$ cat src/verilog/rf_pkg.sv
// --------------------------------------------------
// Shared types and the bus address map
// Widths are fixed here and are not parameters
// Instruction fields sit in the low 27 bits of a
// 32-bit bus word with the opcode on top
// --------------------------------------------------
package rf_pkg;

  // Register word and addresses
  typedef logic [31:0] data_t;
  // Bit 5 selects the FP bank
  typedef logic [5:0]  reg_addr_t;
  // Wishbone word address
  typedef logic [6:0]  wb_adr_t;

  // Opcodes of the execute pipeline
  typedef enum logic [2:0] {
    OP_ADD  = 3'd0,
    OP_SUB  = 3'd1,
    OP_AND  = 3'd2,
    OP_XOR  = 3'd3,
    // Low 32 bits of rs1 * rs2
    OP_MUL  = 3'd4,
    // rs1 * rs2 + rs3, low 32 bits
    OP_MADD = 3'd5
  } op_e;

  // Three-operand instruction, 27 bits
  typedef struct packed {
    op_e       op;
    reg_addr_t rd;
    reg_addr_t rs1;
    reg_addr_t rs2;
    reg_addr_t rs3;
  } instr_t;

  // One register file write port
  typedef struct packed {
    logic      we;
    reg_addr_t addr;
    data_t     data;
  } rf_wr_t;

  // Single-cycle issue pulse from the bus slave
  typedef struct packed {
    logic   valid;
    instr_t instr;
  } issue_t;

  // Address map, 0..63 is the register window
  localparam wb_adr_t WB_REG_LAST  = 7'd63;
  localparam wb_adr_t WB_ISSUE_ADR = 7'd64;

endpackage

$ cat src/verilog/operand_fetch.sv
// --------------------------------------------------
// Operand fetch and port A forwarding
// Purely combinational, sits between slave and RF
// Port C reads rs3 during an issue, else the host
// read address; a host read and an issue never
// share a cycle since the bus acks every 2nd cycle
// Register 0 is never forwarded
// --------------------------------------------------
`timescale 1ns/1ps

module operand_fetch (
  input  rf_pkg::issue_t    issue_i,
  input  rf_pkg::reg_addr_t host_raddr_i,
  output rf_pkg::reg_addr_t raddr_a_o,
  output rf_pkg::reg_addr_t raddr_b_o,
  output rf_pkg::reg_addr_t raddr_c_o,
  input  rf_pkg::data_t     rdata_a_i,
  input  rf_pkg::data_t     rdata_b_i,
  input  rf_pkg::data_t     rdata_c_i,
  input  rf_pkg::rf_wr_t    wr_a_i,
  output logic              op_valid_o,
  output rf_pkg::op_e       op_o,
  output rf_pkg::reg_addr_t rd_o,
  output rf_pkg::data_t     opnd_a_o,
  output rf_pkg::data_t     opnd_b_o,
  output rf_pkg::data_t     opnd_c_o,
  output rf_pkg::data_t     host_rdata_o
);

  rf_pkg::instr_t instr;
  // Forwarded port C word, shared by rs3 and host reads
  rf_pkg::data_t  fwd_c;

  // Replace raw read data with the in-flight port A write
  function automatic rf_pkg::data_t fwd(
    input rf_pkg::reg_addr_t addr,
    input rf_pkg::data_t     raw,
    input rf_pkg::rf_wr_t    wr
  );
    rf_pkg::data_t res;
    res = raw;
    if (wr.we && (wr.addr == addr) && (addr != '0)) begin
      res = wr.data;
    end
    return res;
  endfunction

  // --------------------------------------------------
  // Decode
  // --------------------------------------------------
  assign instr      = issue_i.instr;
  assign op_valid_o = issue_i.valid;
  assign op_o       = instr.op;
  assign rd_o       = instr.rd;

  // Source addresses
  assign raddr_a_o = instr.rs1;
  assign raddr_b_o = instr.rs2;
  // Port C is shared with the host read path
  assign raddr_c_o = issue_i.valid ? instr.rs3 : host_raddr_i;

  // --------------------------------------------------
  // Forwarding
  // --------------------------------------------------
  // Same-cycle port B writes are not forwarded,
  // the port A value shows until the next read
  assign opnd_a_o = fwd(raddr_a_o, rdata_a_i, wr_a_i);
  assign opnd_b_o = fwd(raddr_b_o, rdata_b_i, wr_a_i);
  assign fwd_c    = fwd(raddr_c_o, rdata_c_i, wr_a_i);

  assign opnd_c_o     = fwd_c;
  assign host_rdata_o = fwd_c;

endmodule

$ cat config.mk
export PLATFORM = sky130hd
export DESIGN_NAME = operand_fetch
export DESIGN_NICKNAME = d
export VERILOG_FILES = /design/src/verilog/rf_pkg.sv /design/src/verilog/operand_fetch.sv
export SDC_FILE = /design/constraint.sdc
export NUM_CORES = 1
export LEC_CHECK = 0
export BUFFER_PORTS_ARGS = -buffer_cell sky130_fd_sc_hd__buf_2
export CAP_MARGIN = 20
export CORE_AREA = 2 2 128 130
export DETAILED_ROUTE_END_ITERATION = 8
export DIE_AREA = 0 0 130 132
export GPL_TIMING_DRIVEN = 0
export PLACE_DENSITY = 0.47
export SLEW_MARGIN = 20
export SYNTH_ARGS = -nofsm -noshare
export SYNTH_HDL_FRONTEND = slang
export SYNTH_SLANG_ARGS = --single-unit
$ cat constraint.sdc
create_clock -name vclk -period 3.2
set_clock_uncertainty 0.2 [all_clocks]
set_input_delay 0 -clock vclk [all_inputs]
set_output_delay 0 -clock vclk [all_outputs]
set_load 0.05 [all_outputs]
==> results.ini <==
[sta]
finalSetupViolations=0
max_freq_ghz=0.413
rsz0062_at_grt=false
hold_ws_ns=0.102
hold_viol=0
period_needed_ns=2.42
max-slew-margin-rel_pct=50.9
tightest_slew_ns=0.736
maxSlewViolCount=0
fin_tns_setup_ns=0
period_share_pct=75.6

[global_route]
antenna_found_initial=0
grt_pass1_wl_um=13800
grt_pass1_vias=2640
grt_usage_pct=10.0
grt_overflow=0
grt_max_degree=11

[critical_path]
critPathMaxFanout=10
worstSetupStartpointType=input pin
cp.arrival_ns=2.22
crit_chain=buf_2, nor3_1, a21oi_1, o2111ai_1, clkbuf_1, mux2_2, buf_2
crit_buf_inv=3
cpPeakStageDelay_ns=0.61
crit_family=buffers and inverters
crit_path_top_delay_cell=clkbuf_1
crit_required_ns=3.00
crit_type=in2out
critPathCaptureType=primary output
crit_path_frequent_cell=buf_2

[placed_design]
gp_congestion=0.727
portBuffers=315
dp_hpwl_um=8960
placed_cell_area_mm2=0.00388

[pwr]
p_per_area_mw_per_mm2=218
switchingPower_uw=568
p_leak_uw=0.00223
p_sw_share_pct=67.2
combinationalPowerShare_pct=100.0
max-vdd-ir-drop_mv=0.0958
internal-power_uw=277
pwr-share-seq_pct=0
pwr-share-clk_pct=0

[die]
io_pins=325
initial_utilization_pct=12.9
fp.dieArea_mm2=0.0172
die_x_um=130
rows=46
core_mm2=0.0157
die-height_um=132

[synth]
synth_area_per_cell_um2=10.0
syn_area_mm2=0.00203
yosysUniqueCellTypes=18
synth-seq-area-share_pct=0
synthCells=203
yosys_warnings=0
syn_nets=372

[routing]
drt_wl_total_um=9890
drt_iter0_drc=30
wl_per_cell_um=13.5
drc=0
ant_nets=0
via_per_inst=3.62
firstDrtPassIters=4
num_vias=2657

[finish]
register_area_um2=0
n_antenna_cell=0
drive_above_1_share_pct=91.7
final_core_util_pct=24.7
stdcell_area_mm2=0.00388
design.seq.count=0
area_growth_pct=90.9
finalNetCount=689
nClkBuffers=0

[run_status]
outcome=complete, no violations

[clocking]
cts.hold.buffers_added=0
cts_resized=0
cts_setup_buffers=0

[job]
max_cap_viol_count=0

[hold_path]
hp-start=issue_i[21]
timing.hold.worst.class=in2out
min_to=rd_o[3]
whs_path_depth=2

metrics by stage:
| step | setup WS, ns | cells | power, µW |
|---|---|---|---|
| after detailed placement | 0.589 | 734 | 851 |
| after global placement | 0.577 | 734 | 849 |
| after CTS | 0.590 | 734 | 853 |
| after floorplan | 0.951 | 203 | 613 |
| after global routing | 0.467 | 734 | 886 |
| final | 0.780 | 734 | 845 |
routing by layer:
metal,routed length (µm),global-route usage (%)
met5,0,0
met4,0,0
met3,754,0.771
met2,5330,21.1
met1,3810,11.3
layout make-up:
class,instances,area (µm²)
Buffer,64,473
Fill cell,1742,11800
Inverter,2,7.51
Multi-Input combinational cell,137,1550
Tap cell,216,270
Timing Repair Buffer,315,1580
placed cells by master (no fill, tap or decap), types with 2 or more instances in the layout:
cell type	count
o2111ai_1	2
nor4_1	3
xor2_1	14
mux2_2	68
nor3_1	3
nor2_1	2
mux2_1	2
buf_4	54
clkbuf_1	6
buf_2	315
mux2_4	32
inv_1	2
xnor2_1	2
a21oi_1	5
buf_6	4
worst max path at each step:
| stage | start | cells past startpoint | endpoint |
|---|---|---|---|
| 2_1_floorplan | issue_i[27] | 7 | opnd_c_o[0] |
| 3_3_place_gp | issue_i[7] | 7 | opnd_b_o[28] |
| 3_5_place_dp | issue_i[7] | 7 | opnd_b_o[30] |
| 4_1_cts | issue_i[7] | 7 | opnd_b_o[30] |
| 5_1_grt | issue_i[14] | 7 | opnd_a_o[29] |
| 6_report | issue_i[7] | 7 | opnd_b_o[30] |
logic make-up (layout without fill, tap and decap cells):
| group | count (synthesis) | count (layout) | synth area share [%] |
|---|---|---|---|
| multiplexers | 102 | 102 | 62.4 |
| AO/OA/AOI/OAI | 8 | 8 | 2.52 |
| XOR/XNOR | 16 | 16 | 6.90 |
| buffers and inverters | 66 | 381 | 23.6 |
| AND/OR/NAND/NOR | 11 | 11 | 4.50 |
synthesized netlist by cell type:
| library cell | n | area [µm²] |
|---|---|---|
| mux2_2 | 68 | 766 |
| buf_4 | 54 | 405 |
| mux2_4 | 32 | 480 |
| xor2_1 | 14 | 123 |
| clkbuf_1 | 6 | 22.5 |
| a21oi_1 | 5 | 25.0 |
| buf_6 | 4 | 45.0 |
| nor3_1 | 3 | 15.0 |
| nor4_1 | 3 | 18.8 |
| inv_1 | 2 | 7.51 |
| mux2_1 | 2 | 22.5 |
| nor2_1 | 2 | 7.51 |
| o2111ai_1 | 2 | 17.5 |
| xnor2_1 | 2 | 17.5 |
| nand4_4 | 1 | 21.3 |
| nor4_4 | 1 | 21.3 |
| o41ai_1 | 1 | 8.76 |
| or4_1 | 1 | 7.51 |
power by group through the flow:
stage	Clock, µW	Sequential (µW)	Combinational [µW]
6_report	0	0	845
5_1_grt	0	0	886
4_1_cts	0	0	853
3_5_place_dp	0	0	851
3_3_place_gp	0	0	849
2_1_floorplan	0	0	613
(Power assumes the default switching activity.)
