==> src/verilog/rf_pkg.sv <==
// --------------------------------------------------
// Shared types and the bus address map
// Widths are fixed here and are not parameters
// Instruction fields sit in the low 27 bits of a
// 32-bit bus word with the opcode on top
// --------------------------------------------------
package rf_pkg;

  // Register word and addresses
  typedef logic [31:0] data_t;
  // Bit 5 selects the FP bank
  typedef logic [5:0]  reg_addr_t;
  // Wishbone word address
  typedef logic [6:0]  wb_adr_t;

  // Opcodes of the execute pipeline
  typedef enum logic [2:0] {
    OP_ADD  = 3'd0,
    OP_SUB  = 3'd1,
    OP_AND  = 3'd2,
    OP_XOR  = 3'd3,
    // Low 32 bits of rs1 * rs2
    OP_MUL  = 3'd4,
    // rs1 * rs2 + rs3, low 32 bits
    OP_MADD = 3'd5
  } op_e;

  // Three-operand instruction, 27 bits
  typedef struct packed {
    op_e       op;
    reg_addr_t rd;
    reg_addr_t rs1;
    reg_addr_t rs2;
    reg_addr_t rs3;
  } instr_t;

  // One register file write port
  typedef struct packed {
    logic      we;
    reg_addr_t addr;
    data_t     data;
  } rf_wr_t;

  // Single-cycle issue pulse from the bus slave
  typedef struct packed {
    logic   valid;
    instr_t instr;
  } issue_t;

  // Address map, 0..63 is the register window
  localparam wb_adr_t WB_REG_LAST  = 7'd63;
  localparam wb_adr_t WB_ISSUE_ADR = 7'd64;

endpackage

==> src/verilog/exec_unit.sv <==
// --------------------------------------------------
// Two-stage execute pipeline, never stalls
// Stage 1 holds operands and the 32-bit product
// Stage 2 holds the result as the port A write
// Results are the low 32 bits, no FP arithmetic
// --------------------------------------------------
`timescale 1ns/1ps

module exec_unit (
  input  logic              clk,
  input  logic              rst_n,
  input  logic              op_valid_i,
  input  rf_pkg::op_e       op_i,
  input  rf_pkg::reg_addr_t rd_i,
  input  rf_pkg::data_t     opnd_a_i,
  input  rf_pkg::data_t     opnd_b_i,
  input  rf_pkg::data_t     opnd_c_i,
  output rf_pkg::rf_wr_t    wr_a_o
);

  // Stage 1
  logic              s1_valid_q;
  rf_pkg::op_e       s1_op_q;
  rf_pkg::reg_addr_t s1_rd_q;
  rf_pkg::data_t     s1_a_q;
  rf_pkg::data_t     s1_b_q;
  rf_pkg::data_t     s1_c_q;
  rf_pkg::data_t     s1_prod_q;
  // Stage 2
  logic              s2_valid_q;
  rf_pkg::reg_addr_t s2_rd_q;
  rf_pkg::data_t     s2_res_q;
  rf_pkg::data_t     result;

  // --------------------------------------------------
  // Valid bits
  // --------------------------------------------------
  always_ff @(posedge clk or negedge rst_n) begin
    if (!rst_n) begin
      s1_valid_q <= 1'b0;
      s2_valid_q <= 1'b0;
    end else begin
      s1_valid_q <= op_valid_i;
      s2_valid_q <= s1_valid_q;
    end
  end

  // --------------------------------------------------
  // Datapath
  // --------------------------------------------------
  always_ff @(posedge clk) begin
    s1_op_q   <= op_i;
    s1_rd_q   <= rd_i;
    s1_a_q    <= opnd_a_i;
    s1_b_q    <= opnd_b_i;
    s1_c_q    <= opnd_c_i;
    // Multiply early, MADD adds rs3 in stage 2
    s1_prod_q <= opnd_a_i * opnd_b_i;
    s2_rd_q   <= s1_rd_q;
    s2_res_q  <= result;
  end

  always_comb begin : result_sel
    case (s1_op_q)
      rf_pkg::OP_ADD:  result = s1_a_q + s1_b_q;
      rf_pkg::OP_SUB:  result = s1_a_q - s1_b_q;
      rf_pkg::OP_AND:  result = s1_a_q & s1_b_q;
      rf_pkg::OP_XOR:  result = s1_a_q ^ s1_b_q;
      rf_pkg::OP_MUL:  result = s1_prod_q;
      rf_pkg::OP_MADD: result = s1_prod_q + s1_c_q;
      default:         result = '0;
    endcase
  end

  // Writeback on port A
  assign wr_a_o = '{we: s2_valid_q, addr: s2_rd_q, data: s2_res_q};

endmodule

==> config.mk <==
export PLATFORM = sky130hd
export DESIGN_NAME = exec_unit
export DESIGN_NICKNAME = d
export VERILOG_FILES = /design/src/verilog/rf_pkg.sv /design/src/verilog/exec_unit.sv
export SDC_FILE = /design/constraint.sdc
export NUM_CORES = 2
export LEC_CHECK = 0
export ABC_AREA = 1
export BUFFER_PORTS_ARGS = -buffer_cell sky130_fd_sc_hd__buf_4
export CORE_ASPECT_RATIO = 1.1
export CORE_MARGIN = 3
export CORE_UTILIZATION = 64
export DETAILED_ROUTE_END_ITERATION = 8
export HOLD_SLACK_MARGIN = 0.12
export PLACE_DENSITY = 0.81
export SLEW_MARGIN = 30
export SYNTH_ARGS = -nofsm -noshare
export SYNTH_HDL_FRONTEND = slang
export SYNTH_SLANG_ARGS = --single-unit
export TNS_END_PERCENT = 30
==> constraint.sdc <==
create_clock -name clk -period 3.85 [get_ports clk]
set_input_delay 0.77 -clock clk [delete_from_list [all_inputs] [get_ports clk]]
set_output_delay 0.77 -clock clk [all_outputs]
set_load 0.05 [all_outputs]
==> results by group <==
Clocking
  – Clock Latency Late Sink: approximately 0.48 ns
  – Clock slew at reported path FFs: about 0.080 ns
  – CTS tree: yes
  – Root Buffer: clkbuf_16
  – CTS max path bufs: 2
  – CTS Buf Count: 17
  – H-tree levels: 4
  – Clock sink count: around 180

Synthesis
  – Flops & latches, synth: around 180
  – Post-synth top area cell: fa_1
  – Synth async-reset ratio: about 1.1%
  – Mapped Cells: between 3000 and 4000
  – Sequential share of the synthesized area: 13.70%
  – Unique masters post-synth: 56
  – Count leader, synth: nand2_1
  – Syn Nets: around 4200
  – Post-synth EDFFs: 0
  – Commonest cells in the netlist: 902 x nand2_1, 863 x inv_1, 410 x fa_1, 218 x ha_1, 175 x dfxtp_1
  – Synth top area share: between 30% and 40%
  – Avg Cell Area, Syn: approximately 7.6 um^2
  – Synth top area cells: fa_1 32%, dfxtp_1 14%, nand2_1 13%
  – Yosys warns: 0
  – Post-synth top flop: dfxtp_1
  – Mapped Area: around 26000 um^2

Layout
  – Fillcell total: approximately 2200
  – Area grow syn2layout: 22.90%
  – Core Util, Final: a little over 80%
  – Multi-input logic area: 19820 um^2
  – Post-route cell area: approximately 32000 um^2
  – Register Area: 3553 um^2
  – Layout Nets: approximately 4500
  – Layout cells sized above 1: between 10% and 20%

Routing
  – Met2 wire length: just under 50000 um
  – Aggregate routed wire length: about 110000 um
  – Max Used Layer: met5
  – Initial DRT Pass Iterations: 9
  – ANT nets after route: 0
  – WL met1: 34020 um
  – Starting DRT DRC Count: roughly 4300
  – DR DRC count: 7
  – Met3 wire length: between 15000 and 20000 um
  – Vias per cell: between 6 and 7
  – WL/cell: around 27 um
  – Routed vias: between 20000 and 30000

Worst setup path
  – Critical path data arrival time: approximately 7.2 ns
  – Max stage delay on crit path: ~0.65 ns
  – Kind of critical path: input port to register
  – Crit. End Element: register
  – Crit-path slowest cell: fa_1
  – CP Max Fanout: 13
  – Critical Path Most Common Cell: fa_1
  – Worst EP required: ~4.2 ns
  – Setup crit start kind: input port

STA
  – Min cycle time layout: 6.850 ns
  – Worst slew margin: a little under half
  – Final Setup Violations: 27
  – Final hold violation count: 0
  – RSZ-0062 raised after global routing: true
  – Post-route setup TNS: -62.53 ns
  – Period utilization: 177.9%
  – Fmax: about 0.15 GHz
  – WHS: between 0.3 and 0.4 ns
  – Final Max Tran Viols: 0
  – Slew @ Worst Pin: about 0.78 ns
  – Final Skew: ~0.021 ns
  – Fin worst setup slack: -3.000 ns

Global routing
  – Pin count of the biggest net entering global routing: 33
  – Vias in the first global route: approximately 27000
  – First-pass GRT wire length: between 100000 and 150000 um
  – GR Util All Layers: about 44%
  – Initial antenna violation count: 6
  – Gr ovfl total: 0

Place
  – DP Area: between 20000 and 30000 um^2
  – GPL Wtd Cong: around 1.1
  – Post-DP HPWL: around 75000 um
  – I/O Buffers: between 100 and 150

Die
  – Core Area: slightly below 40000 um^2
  – Die X: slightly below 200 um
  – Row count: 76
  – Initial Utilization: about two thirds
  – Die area: ~43000 um^2
  – I/O pin cnt: 147
  – Vert. Die Dim: 217.1 um

Status
  – Status: finished with violations
  – Failing checks: design-rule violations, negative setup slack

Worst hold path
  – Hold Crit Class: register to register

Job
  – Max-Cap Viols: 0
-- timing repair --
action	CTS	global route
pin swaps	42	103
cloned	0	2
resized for setup	133	187
hold buffers	1	0
hold endpoints to repair	2	0
endpoints found under the setup margin	27	41
setup buffers	8	19
-- worst max-delay path: cells and delay by family --
| family | cells | cell delay [ns] |
|---|---|---|
| xor+xnor | 1 | 0.18 |
| buf+inv | 8 | 1.25 |
| compound gates | 1 | 0.08 |
| simple gates | 6 | 0.76 |
| fa+ha+maj | 9 | 4.16 |
-- through the flow --
step	std cells	worst slack [ns]
3_3_place_gp	4236	-2.836
4_1_cts	4277	-2.342
6_report	4305	-3.000
2_1_floorplan	3433	-2.556
5_1_grt	4298	-2.954
3_5_place_dp	4236	-3.000
-- routing by layer --
layer / GRT usage, % / vias up
met4: 30.42 / 6
met2: 73.62 / 3087
met1: 51.32 / 12610
met5: 0 / -
met3: 10.09 / 1400
li1: - / 10980
-- cells by family after synthesis --
kind of cell	share of synthesized area (%)
flops	13.70
buf+inv	14.54
fa+ha+maj	42.16
xor+xnor	2.600
compound gates	7.140
simple gates	19.86
-- final cells by class --
cell class              instances  area share, %
multi-input cells            2267          62.18
repair buffers                448          12.60
flip-flops and latches        177          11.15
inverters                     866          10.20
well taps                     507          1.990
clock buffers                  18          1.346
clock inverters                14         0.4710
diodes                          8        0.06280
-- registers in the layout (all words and copies together), names as in the netlist --
name / cells
s1_c_q: 32
s2_rd_q: 6
s2_valid_q: 1
s1_valid_q: 1
s1_prod_q: 32
s1_a_q: 32
s1_b_q: 32
s1_rd_q: 6
s1_op_q: 3
s2_res_q: 32
-- placed cells by master (no fill, tap or decap), drive strengths merged, types with 95 or more instances in the layout --
master    n
nand2   905
inv     872
buf     445
fa      410
ha      218
dfxtp   175
a21oi   135
nand3   131
nor2     96
o21ai    95
-- final timing paths --
check | startpoint | end | slack, ns | cells past startpoint
worst max-delay path | opnd_a_i[4] | s1_prod_q[25]$_DFF_P_ | -3.00 | 25
worst min-delay path | s1_rd_q[3]$_DFF_P_ | s2_rd_q[3]$_DFF_P_ | 0.33 | 0
worst max register to register | s1_b_q[0]$_DFF_P_ | s2_res_q[21]$_DFF_P_ | 0.03 | 19
worst min register to register | s1_rd_q[3]$_DFF_P_ | s2_rd_q[3]$_DFF_P_ | 0.33 | 0
max in group asynchronous | rst_n | s2_valid_q$_DFF_PN0_ | 3.15 | 2
min in group asynchronous | rst_n | s1_valid_q$_DFF_PN0_ | 0.62 | 2
Power is not shown: default switching activity piles up to over one toggle a cycle in this logic, so the estimate is an artifact.
