**config.mk**
```make
export PLATFORM = sky130hd
export DESIGN_NAME = wb_regfile_slave
export DESIGN_NICKNAME = d
export VERILOG_FILES = /design/src/verilog/rf_pkg.sv /design/src/verilog/wb_regfile_slave.sv
export SDC_FILE = /design/constraint.sdc
export NUM_CORES = 1
export LEC_CHECK = 0
export ABC_AREA = 1
export ABC_CLOCK_PERIOD_IN_PS = 6150
export BUFFER_PORTS_ARGS = -buffer_cell sky130_fd_sc_hd__buf_2
export CAP_MARGIN = 20
export CELL_PAD_IN_SITES_DETAIL_PLACEMENT = 1
export CELL_PAD_IN_SITES_GLOBAL_PLACEMENT = 1
export CORE_UTILIZATION = 27
export CTS_CLUSTER_SIZE = 24
export DETAILED_ROUTE_END_ITERATION = 8
export MAX_ROUTING_LAYER = met4
export PLACE_DENSITY_LB_ADDON = 0.1
export SLEW_MARGIN = 20
export SYNTH_ARGS = -nofsm -noshare
export SYNTH_HDL_FRONTEND = slang
export SYNTH_SLANG_ARGS = --single-unit
```
**constraint.sdc**
```tcl
create_clock -name clk -period 6.15 [get_ports clk]
set_clock_uncertainty 0.2 [all_clocks]
set_input_delay 0.9225 -clock clk [delete_from_list [all_inputs] [get_ports clk]]
set_output_delay 0.9225 -clock clk [all_outputs]
set_load 0.05 [all_outputs]
```
**src/verilog/rf_pkg.sv**
```systemverilog
// --------------------------------------------------
// Shared types and the bus address map
// Widths are fixed here and are not parameters
// Instruction fields sit in the low 27 bits of a
// 32-bit bus word with the opcode on top
// --------------------------------------------------
package rf_pkg;

  // Register word and addresses
  typedef logic [31:0] data_t;
  // Bit 5 selects the FP bank
  typedef logic [5:0]  reg_addr_t;
  // Wishbone word address
  typedef logic [6:0]  wb_adr_t;

  // Opcodes of the execute pipeline
  typedef enum logic [2:0] {
    OP_ADD  = 3'd0,
    OP_SUB  = 3'd1,
    OP_AND  = 3'd2,
    OP_XOR  = 3'd3,
    // Low 32 bits of rs1 * rs2
    OP_MUL  = 3'd4,
    // rs1 * rs2 + rs3, low 32 bits
    OP_MADD = 3'd5
  } op_e;

  // Three-operand instruction, 27 bits
  typedef struct packed {
    op_e       op;
    reg_addr_t rd;
    reg_addr_t rs1;
    reg_addr_t rs2;
    reg_addr_t rs3;
  } instr_t;

  // One register file write port
  typedef struct packed {
    logic      we;
    reg_addr_t addr;
    data_t     data;
  } rf_wr_t;

  // Single-cycle issue pulse from the bus slave
  typedef struct packed {
    logic   valid;
    instr_t instr;
  } issue_t;

  // Address map, 0..63 is the register window
  localparam wb_adr_t WB_REG_LAST  = 7'd63;
  localparam wb_adr_t WB_ISSUE_ADR = 7'd64;

endpackage

```
**src/verilog/wb_regfile_slave.sv**
```systemverilog
// --------------------------------------------------
// Wishbone classic slave for the register window
// One ack per strobe, the cycle after cyc & stb;
// a held strobe gets an ack every second cycle
// Writes above 64 are acked and ignored
// Reads outside 0..63 return zero
// --------------------------------------------------
`timescale 1ns/1ps

module wb_regfile_slave (
  input  logic              clk,
  input  logic              rst_n,
  input  logic              wb_cyc_i,
  input  logic              wb_stb_i,
  input  logic              wb_we_i,
  input  rf_pkg::wb_adr_t   wb_adr_i,
  input  rf_pkg::data_t     wb_dat_i,
  output rf_pkg::data_t     wb_dat_o,
  output logic              wb_ack_o,
  output rf_pkg::issue_t    issue_o,
  output rf_pkg::rf_wr_t    wr_b_o,
  output rf_pkg::reg_addr_t host_raddr_o,
  input  rf_pkg::data_t     host_rdata_i
);

  logic              ack_q;
  // New access, blocked in the ack cycle
  logic              req;
  logic              in_win;
  logic              is_issue;
  logic              wr_b_we_q;
  logic              issue_vld_q;
  logic              rd_win_q;
  rf_pkg::reg_addr_t raddr_q;
  rf_pkg::data_t     wdata_q;
  rf_pkg::instr_t    instr_q;

  // Address decode
  assign req      = wb_cyc_i && wb_stb_i && !ack_q;
  assign in_win   = (wb_adr_i <= rf_pkg::WB_REG_LAST);
  assign is_issue = (wb_adr_i == rf_pkg::WB_ISSUE_ADR);

  // --------------------------------------------------
  // Control, all active in the ack cycle
  // --------------------------------------------------
  always_ff @(posedge clk or negedge rst_n) begin
    if (!rst_n) begin
      ack_q       <= 1'b0;
      wr_b_we_q   <= 1'b0;
      issue_vld_q <= 1'b0;
      rd_win_q    <= 1'b0;
      raddr_q     <= '0;
    end else begin
      ack_q       <= req;
      wr_b_we_q   <= req && wb_we_i && in_win;
      issue_vld_q <= req && wb_we_i && is_issue;
      rd_win_q    <= req && !wb_we_i && in_win;
      // Register address of the access, held until the next one
      if (req) begin
        raddr_q <= wb_adr_i[5:0];
      end
    end
  end

  // Payload, qualified by the enables above
  always_ff @(posedge clk) begin
    if (req) begin
      wdata_q <= wb_dat_i;
      instr_q <= rf_pkg::instr_t'(wb_dat_i[$bits(rf_pkg::instr_t)-1:0]);
    end
  end

  // Port B target address shares the held bus address
  assign wr_b_o       = '{we: wr_b_we_q, addr: raddr_q, data: wdata_q};
  assign issue_o      = '{valid: issue_vld_q, instr: instr_q};
  assign host_raddr_o = raddr_q;
  assign wb_ack_o     = ack_q;
  assign wb_dat_o     = rd_win_q ? host_rdata_i : '0;

endmodule
```
==> results of run 1 <==
-- metal layers --
layer	global-route usage (%)	routed length (microns)	up-vias	share of wire [%]
met5	-	0	-	0
met2	23.3	2520	110	50
met4	4.09	52	0	1.0
met3	4.48	601	7	12
li1	-	-	789	-
met1	14.3	1860	727	37
-- kinds of logic (layout without fill, tap and decap cells) --
logic type,after synthesis,in the layout,share of synthesized area [%]
buffers and inverters,79,230,22.8
AOI/OAI and AO/OA,6,6,2.73
DFF,42,42,62.9
and+or+nand+nor,49,49,11.5
-- state kept, by name, indices dropped and copies added, names as in the netlist --
signal,cells
host_raddr_o,6
issue_vld_q,1
rd_win_q,1
wb_ack_o,1
wdata_q,32
wr_b_we_q,1
-- cells in the final DEF (no fill, tap or decap), types with 2 or more instances in the layout --
cell | Yosys | routed
buf_2 | 3 | 181
clkbuf_8 | 0 | 5
dfrtp_1 | 10 | 10
edfxtp_1 | 32 | 32
inv_1 | 40 | 40
nand2_1 | 43 | 43
nor2_1 | 2 | 2
o21ai_2 | 6 | 6
-- worst max-delay path, cell delays in order, from the launching register on --
cell	delay [ns]
dfrtp_1	0.93
nand2_1	0.11
inv_1	0.09
buf_2	0.26
-- power by group through the flow --
stage	combinational, mW	clock (mW)	sequential [mW]
floorplan	0.0967	0	0.390
CTS	0.190	0.180	0.333
global route	0.196	0.193	0.335
finish	0.187	0.174	0.333
detailed placement	0.190	0	0.339
global placement	0.188	0	0.339
-- worst paths after layout --
| path | cells after the start | end | from |
|---|---|---|---|
| worst min-delay path | 1 | wb_ack_o | rst_n |
| worst max register to register | 3 | wdata_q[19] | wb_ack_o |
| worst max-delay path | 3 | wb_dat_o[4] | rd_win_q |
| worst min register to register | 2 | host_raddr_o[2] | host_raddr_o[2] |
| max in group asynchronous | 1 | host_raddr_o[1] | rst_n |
| min in group clk | 2 | host_raddr_o[2] | host_raddr_o[2] |
-- layout make-up --
type / instances / area, sq um
fill: 842 / 4080
sequential: 42 / 1210
timing repair buffer: 182 / 913
multi-input combinational: 55 / 274
inverter: 40 / 150
tap: 96 / 120
clock buffer: 6 / 72.6
clock inverter: 2 / 12.5
-- metrics by stage --
| step | cell area [sq um] | std cells |
|---|---|---|
| final | 2750 | 423 |
| after detailed placement | 2670 | 415 |
| after global placement | 2670 | 415 |
| after floorplan | 1920 | 176 |
| after CTS | 2750 | 423 |
| after global routing | 2750 | 423 |
==> impl_metrics.toml, run 1 <==
[critical_path]
worst_ep_required_time_ns = 5.03
worstSetupEndpointType = "primary output"
path_class = "reg -> out"
ff2ff_setup_slack_ns = 4.40
cp_max_fo = 32
crit_arrival_ns = 1.68
start_kind = "flop"

[yosys]
synth_area_leaders = "edfxtp_1, buf_4, dfrtp_1"
netlist_area_sq_mm = 0.00192
synthMostInstantiatedCell = "nand2_1"
synth_edf_count = 32
ys_ff_latch = 42
netlist.area_leader.share_pct = 49.9
ys_seq_area_share_pct = 62.9
postSynthCellCount = 176
ys_types = 13
synth_flop_cell = "edfxtp_1"
async_reset_ff_share_pct = 23.8
ys_warn_count = 0
yosys-top-cells-count = "nand2_1, inv_1, buf_4"
synth_top_area_cell = "edfxtp_1"
mappedNetlistNets = 252
syn_area_per_cell_sq_um = 10.9

[cells_and_area]
diodes = 0
drive_above_1_share_pct = 60.6
fin_util_pct = 40.3
area.growth.synth_to_final_pct = 43.1
fin_nets = 402

[routing]
wl_per_cell_microns = 11.9
drtAntennaViolNets = 0
route.detailed.drc = 0
routed_wl_mm = 5.03
via_count = 1633
drt_iter0_drc = 63
vias_per_cell = 3.86
first_pass_iters = 4

[clocking]
cts_buffers = 5
cts.sinks = 42
cts_resized = 0
postCtsSetupRepairBufs = 0
cts_hold_buf = 0
htree_levels = 2
path_clk_slew_ns = 0.08
root_buffer = "clkbuf_8"
clock_latency_ns = 0.29
cts_tree = "yes"
clock_path_buffers = 2

[power_and_ir_drop]
p_leak_nw = 1.70
switching_share_pct = 35.6
power_frac_clock_pct = 25.1
comb_power_share_pct = 27.0
p_seq_share_pct = 47.9
powerDensity_mw_per_mm2 = 252
p_total_mw = 0.694
p_int_mw = 0.447
peakVddDrop_mv = 0.136
p_switching_mw = 0.247

[timing]
worst_pin_slew_ns = 0.886
slew_viol_final = 0
tns_ns = 0
period_needed_ns = 2.80
grt_setup_unrepaired = "false"
max_freq_mhz = 357
hold_violations = 0
setup_ws_ns = 3.35
worst_hold_slack_ns = 0.281
slew_headroom_pct = 40.9
finalCritPeriodShare_pct = 45.6
setup_violations = 0

[job]
maxCapViolCount = 0

[global_routing]
grt_max_degree = 34
grt_util_all_layers_pct = 13.3
grt_pass1_vias = 1570
antenna_found_initial = 0
grt_pass1_wl_mm = 7.35
overflow = 0

[die]
ios = 182
die_y_microns = 86.4
num_rows = 30
die_area_sq_mm = 0.00747
core_sq_mm = 0.00683
die_x_microns = 86.4
initial_core_util_pct = 28.2

[place]
dp_hpwl_mm = 4.07
gp_congestion = 0.691
pre_cts_slack_ns = 3.59
numPortBuffers = 181

[status]
status = "complete, no violations"

[hold_path]
hold_path.class = "in -> async"
Note: power is estimated with default switching activity, not from simulation.
==> run 2: changes to the inputs <==
ABC_CLOCK_PERIOD_IN_PS = 2300   (was 6150)
CORE_UTILIZATION = 22   (was 27)
clock period = 2.3 ns   (was 6.15 ns; I/O delays follow)
==> run 2 against run 1 <==
Sequential power grew to 2.7 times the previous value. Sequential share of layout area fell by 0.65 points. Clock power increased to 2.8 times the previous value. Cell count grew 2.8%. Die area is 22% higher. Combinational power grew to 2.7 times the previous value. Core utilization down 6.8 points. First-iteration DRC count fell by 44%. Worst hold slack lost 0.27 ns. Critical endpoint is now wb_dat_o[23].
==> impl_metrics.toml, run 2 (synthesis results as in run 1) <==
[clocking]
cts_tree = "yes"
cts_hold_buf = 1
root_buffer = "clkbuf_8"
clock_path_buffers = 2
htree_levels = 2
cts_resized = 0
path_clk_slew_ns = 0.09
cts.sinks = 42
clock_latency_ns = 0.29
postCtsSetupRepairBufs = 0
cts_buffers = 5

[power_and_ir_drop]
p_total_mw = 1.88
comb_power_share_pct = 27.0
p_switching_mw = 0.679
p_leak_nw = 1.71
powerDensity_mw_per_mm2 = 671
p_int_mw = 1.20
peakVddDrop_mv = 0.302
power_frac_clock_pct = 25.7
p_seq_share_pct = 47.3
switching_share_pct = 36.2

[routing]
route.detailed.drc = 0
routed_wl_mm = 5.19
first_pass_iters = 4
via_count = 1642
wl_per_cell_microns = 11.9
drt_iter0_drc = 35
drtAntennaViolNets = 0
vias_per_cell = 3.77

[cells_and_area]
diodes = 0
largest_register_ffs = 32
final_common_cell = "buf_2"
fillers = 1031
drive_above_1_share_pct = 61.2
fin_nets = 405
fin_util_pct = 33.5
layout_common_cells = "buf_2, nand2_1, inv_1"
regMostFlops = "wdata_q"
area.growth.synth_to_final_pct = 45.3

[job]
maxCapViolCount = 0

[die]
initial_core_util_pct = 23.1
die_x_microns = 95.5
ios = 182
die_y_microns = 95.5
die_area_sq_mm = 0.00913
num_rows = 33
core_sq_mm = 0.00834

[global_routing]
overflow = 0
antenna_found_initial = 0
grt_pass1_vias = 1508
grt_max_degree = 33
grt_pass1_wl_mm = 7.32
grt_util_all_layers_pct = 11.0

[timing]
slew_headroom_pct = 80.5
grt_setup_unrepaired = "false"
tns_ns = 0
slew_viol_final = 0
setup_violations = 0
period_needed_ns = 1.87
finalCritPeriodShare_pct = 81.2
hold_violations = 0
worst_pin_slew_ns = 0.292
max_freq_mhz = 535

[place]
dp_hpwl_mm = 4.28
numPortBuffers = 181
gp_congestion = 0.714

[critical_path]
worst_ep_required_time_ns = 1.75
worstSetupEndpointType = "primary output"
crit_arrival_ns = 1.32
start_kind = "flop"
path_class = "reg -> out"
cp_max_fo = 32

[status]
status = "complete, no violations"

[hold_path]
hold_path.class = "in -> reg"
-- run 2: cell count changes in the layout (fill, tap and decap cells not counted) --
cell | previous run | this run
clkbuf_1 | 1 | 0
dlygate4sd3_1 | 0 | 1
clkinv_4 | 0 | 1
inv_6 | 1 | 0
clkinv_1 | 1 | 0
clkinvlp_4 | 0 | 1
clkinv_2 | 0 | 1
buf_4 | 1 | 3
-- run 2: stage by stage --
stage / std cells / hold slack (ns) / setup slack (ns) / instance area (sq um)
floorplan: 176 / -0.151 / 0.0853 / 1920
global placement: 426 / 0.0274 / 0.650 / 2700
detailed placement: 426 / 0.0299 / 0.641 / 2700
CTS: 435 / 0.00388 / 0.395 / 2800
global route: 435 / 0.00356 / 0.295 / 2800
finish: 435 / 0.0157 / 0.432 / 2800
-- run 2: critical path, stage by stage, from the launching register on --
cell	delay, ns
dfrtp_1	0.33
buf_4	0.29
nand2_1	0.10
inv_1	0.06
buf_2	0.25
-- run 2: worst paths after layout --
path | startpoint | cells past startpoint | slack, ns | end
max | rd_win_q | 4 | 0.43 | wb_dat_o[23]
max in group asynchronous | rst_n | 2 | 1.47 | host_raddr_o[0]
min | wb_dat_i[20] | 1 | 0.02 | wdata_q[20]
min reg2reg | host_raddr_o[4] | 2 | 0.31 | host_raddr_o[4]
max reg2reg | wb_ack_o | 3 | 0.64 | wdata_q[11]
min in group asynchronous | rst_n | 2 | 0.24 | wr_b_we_q
-- run 2: power groups by stage --
stage | sequential, mW | combinational [mW] | clock, mW
final | 0.887 | 0.507 | 0.482
after global routing | 0.894 | 0.535 | 0.527
after CTS | 0.889 | 0.513 | 0.503
after detailed placement | 0.905 | 0.512 | 0
after global placement | 0.905 | 0.510 | 0
after floorplan | 1.04 | 0.259 | 0
-- run 2: routing by layer --
layer	global-route usage, %	up-vias	part of all wire (%)
met1	11.0	728	35
met3	3.59	5	13
met2	19.9	114	51
li1	-	795	-
met5	-	-	0
met4	4.10	0	1.0
-- run 2: area by class of cell --
class	instances	area, sq um	area share (%)
tap	105	131	4.70
inverter	40	150	5.37
sequential	42	1210	43.3
multi-input combinational	55	274	9.80
clock inverter	3	21.3	0.761
timing repair buffer	185	938	33.6
clock buffer	5	68.8	2.46
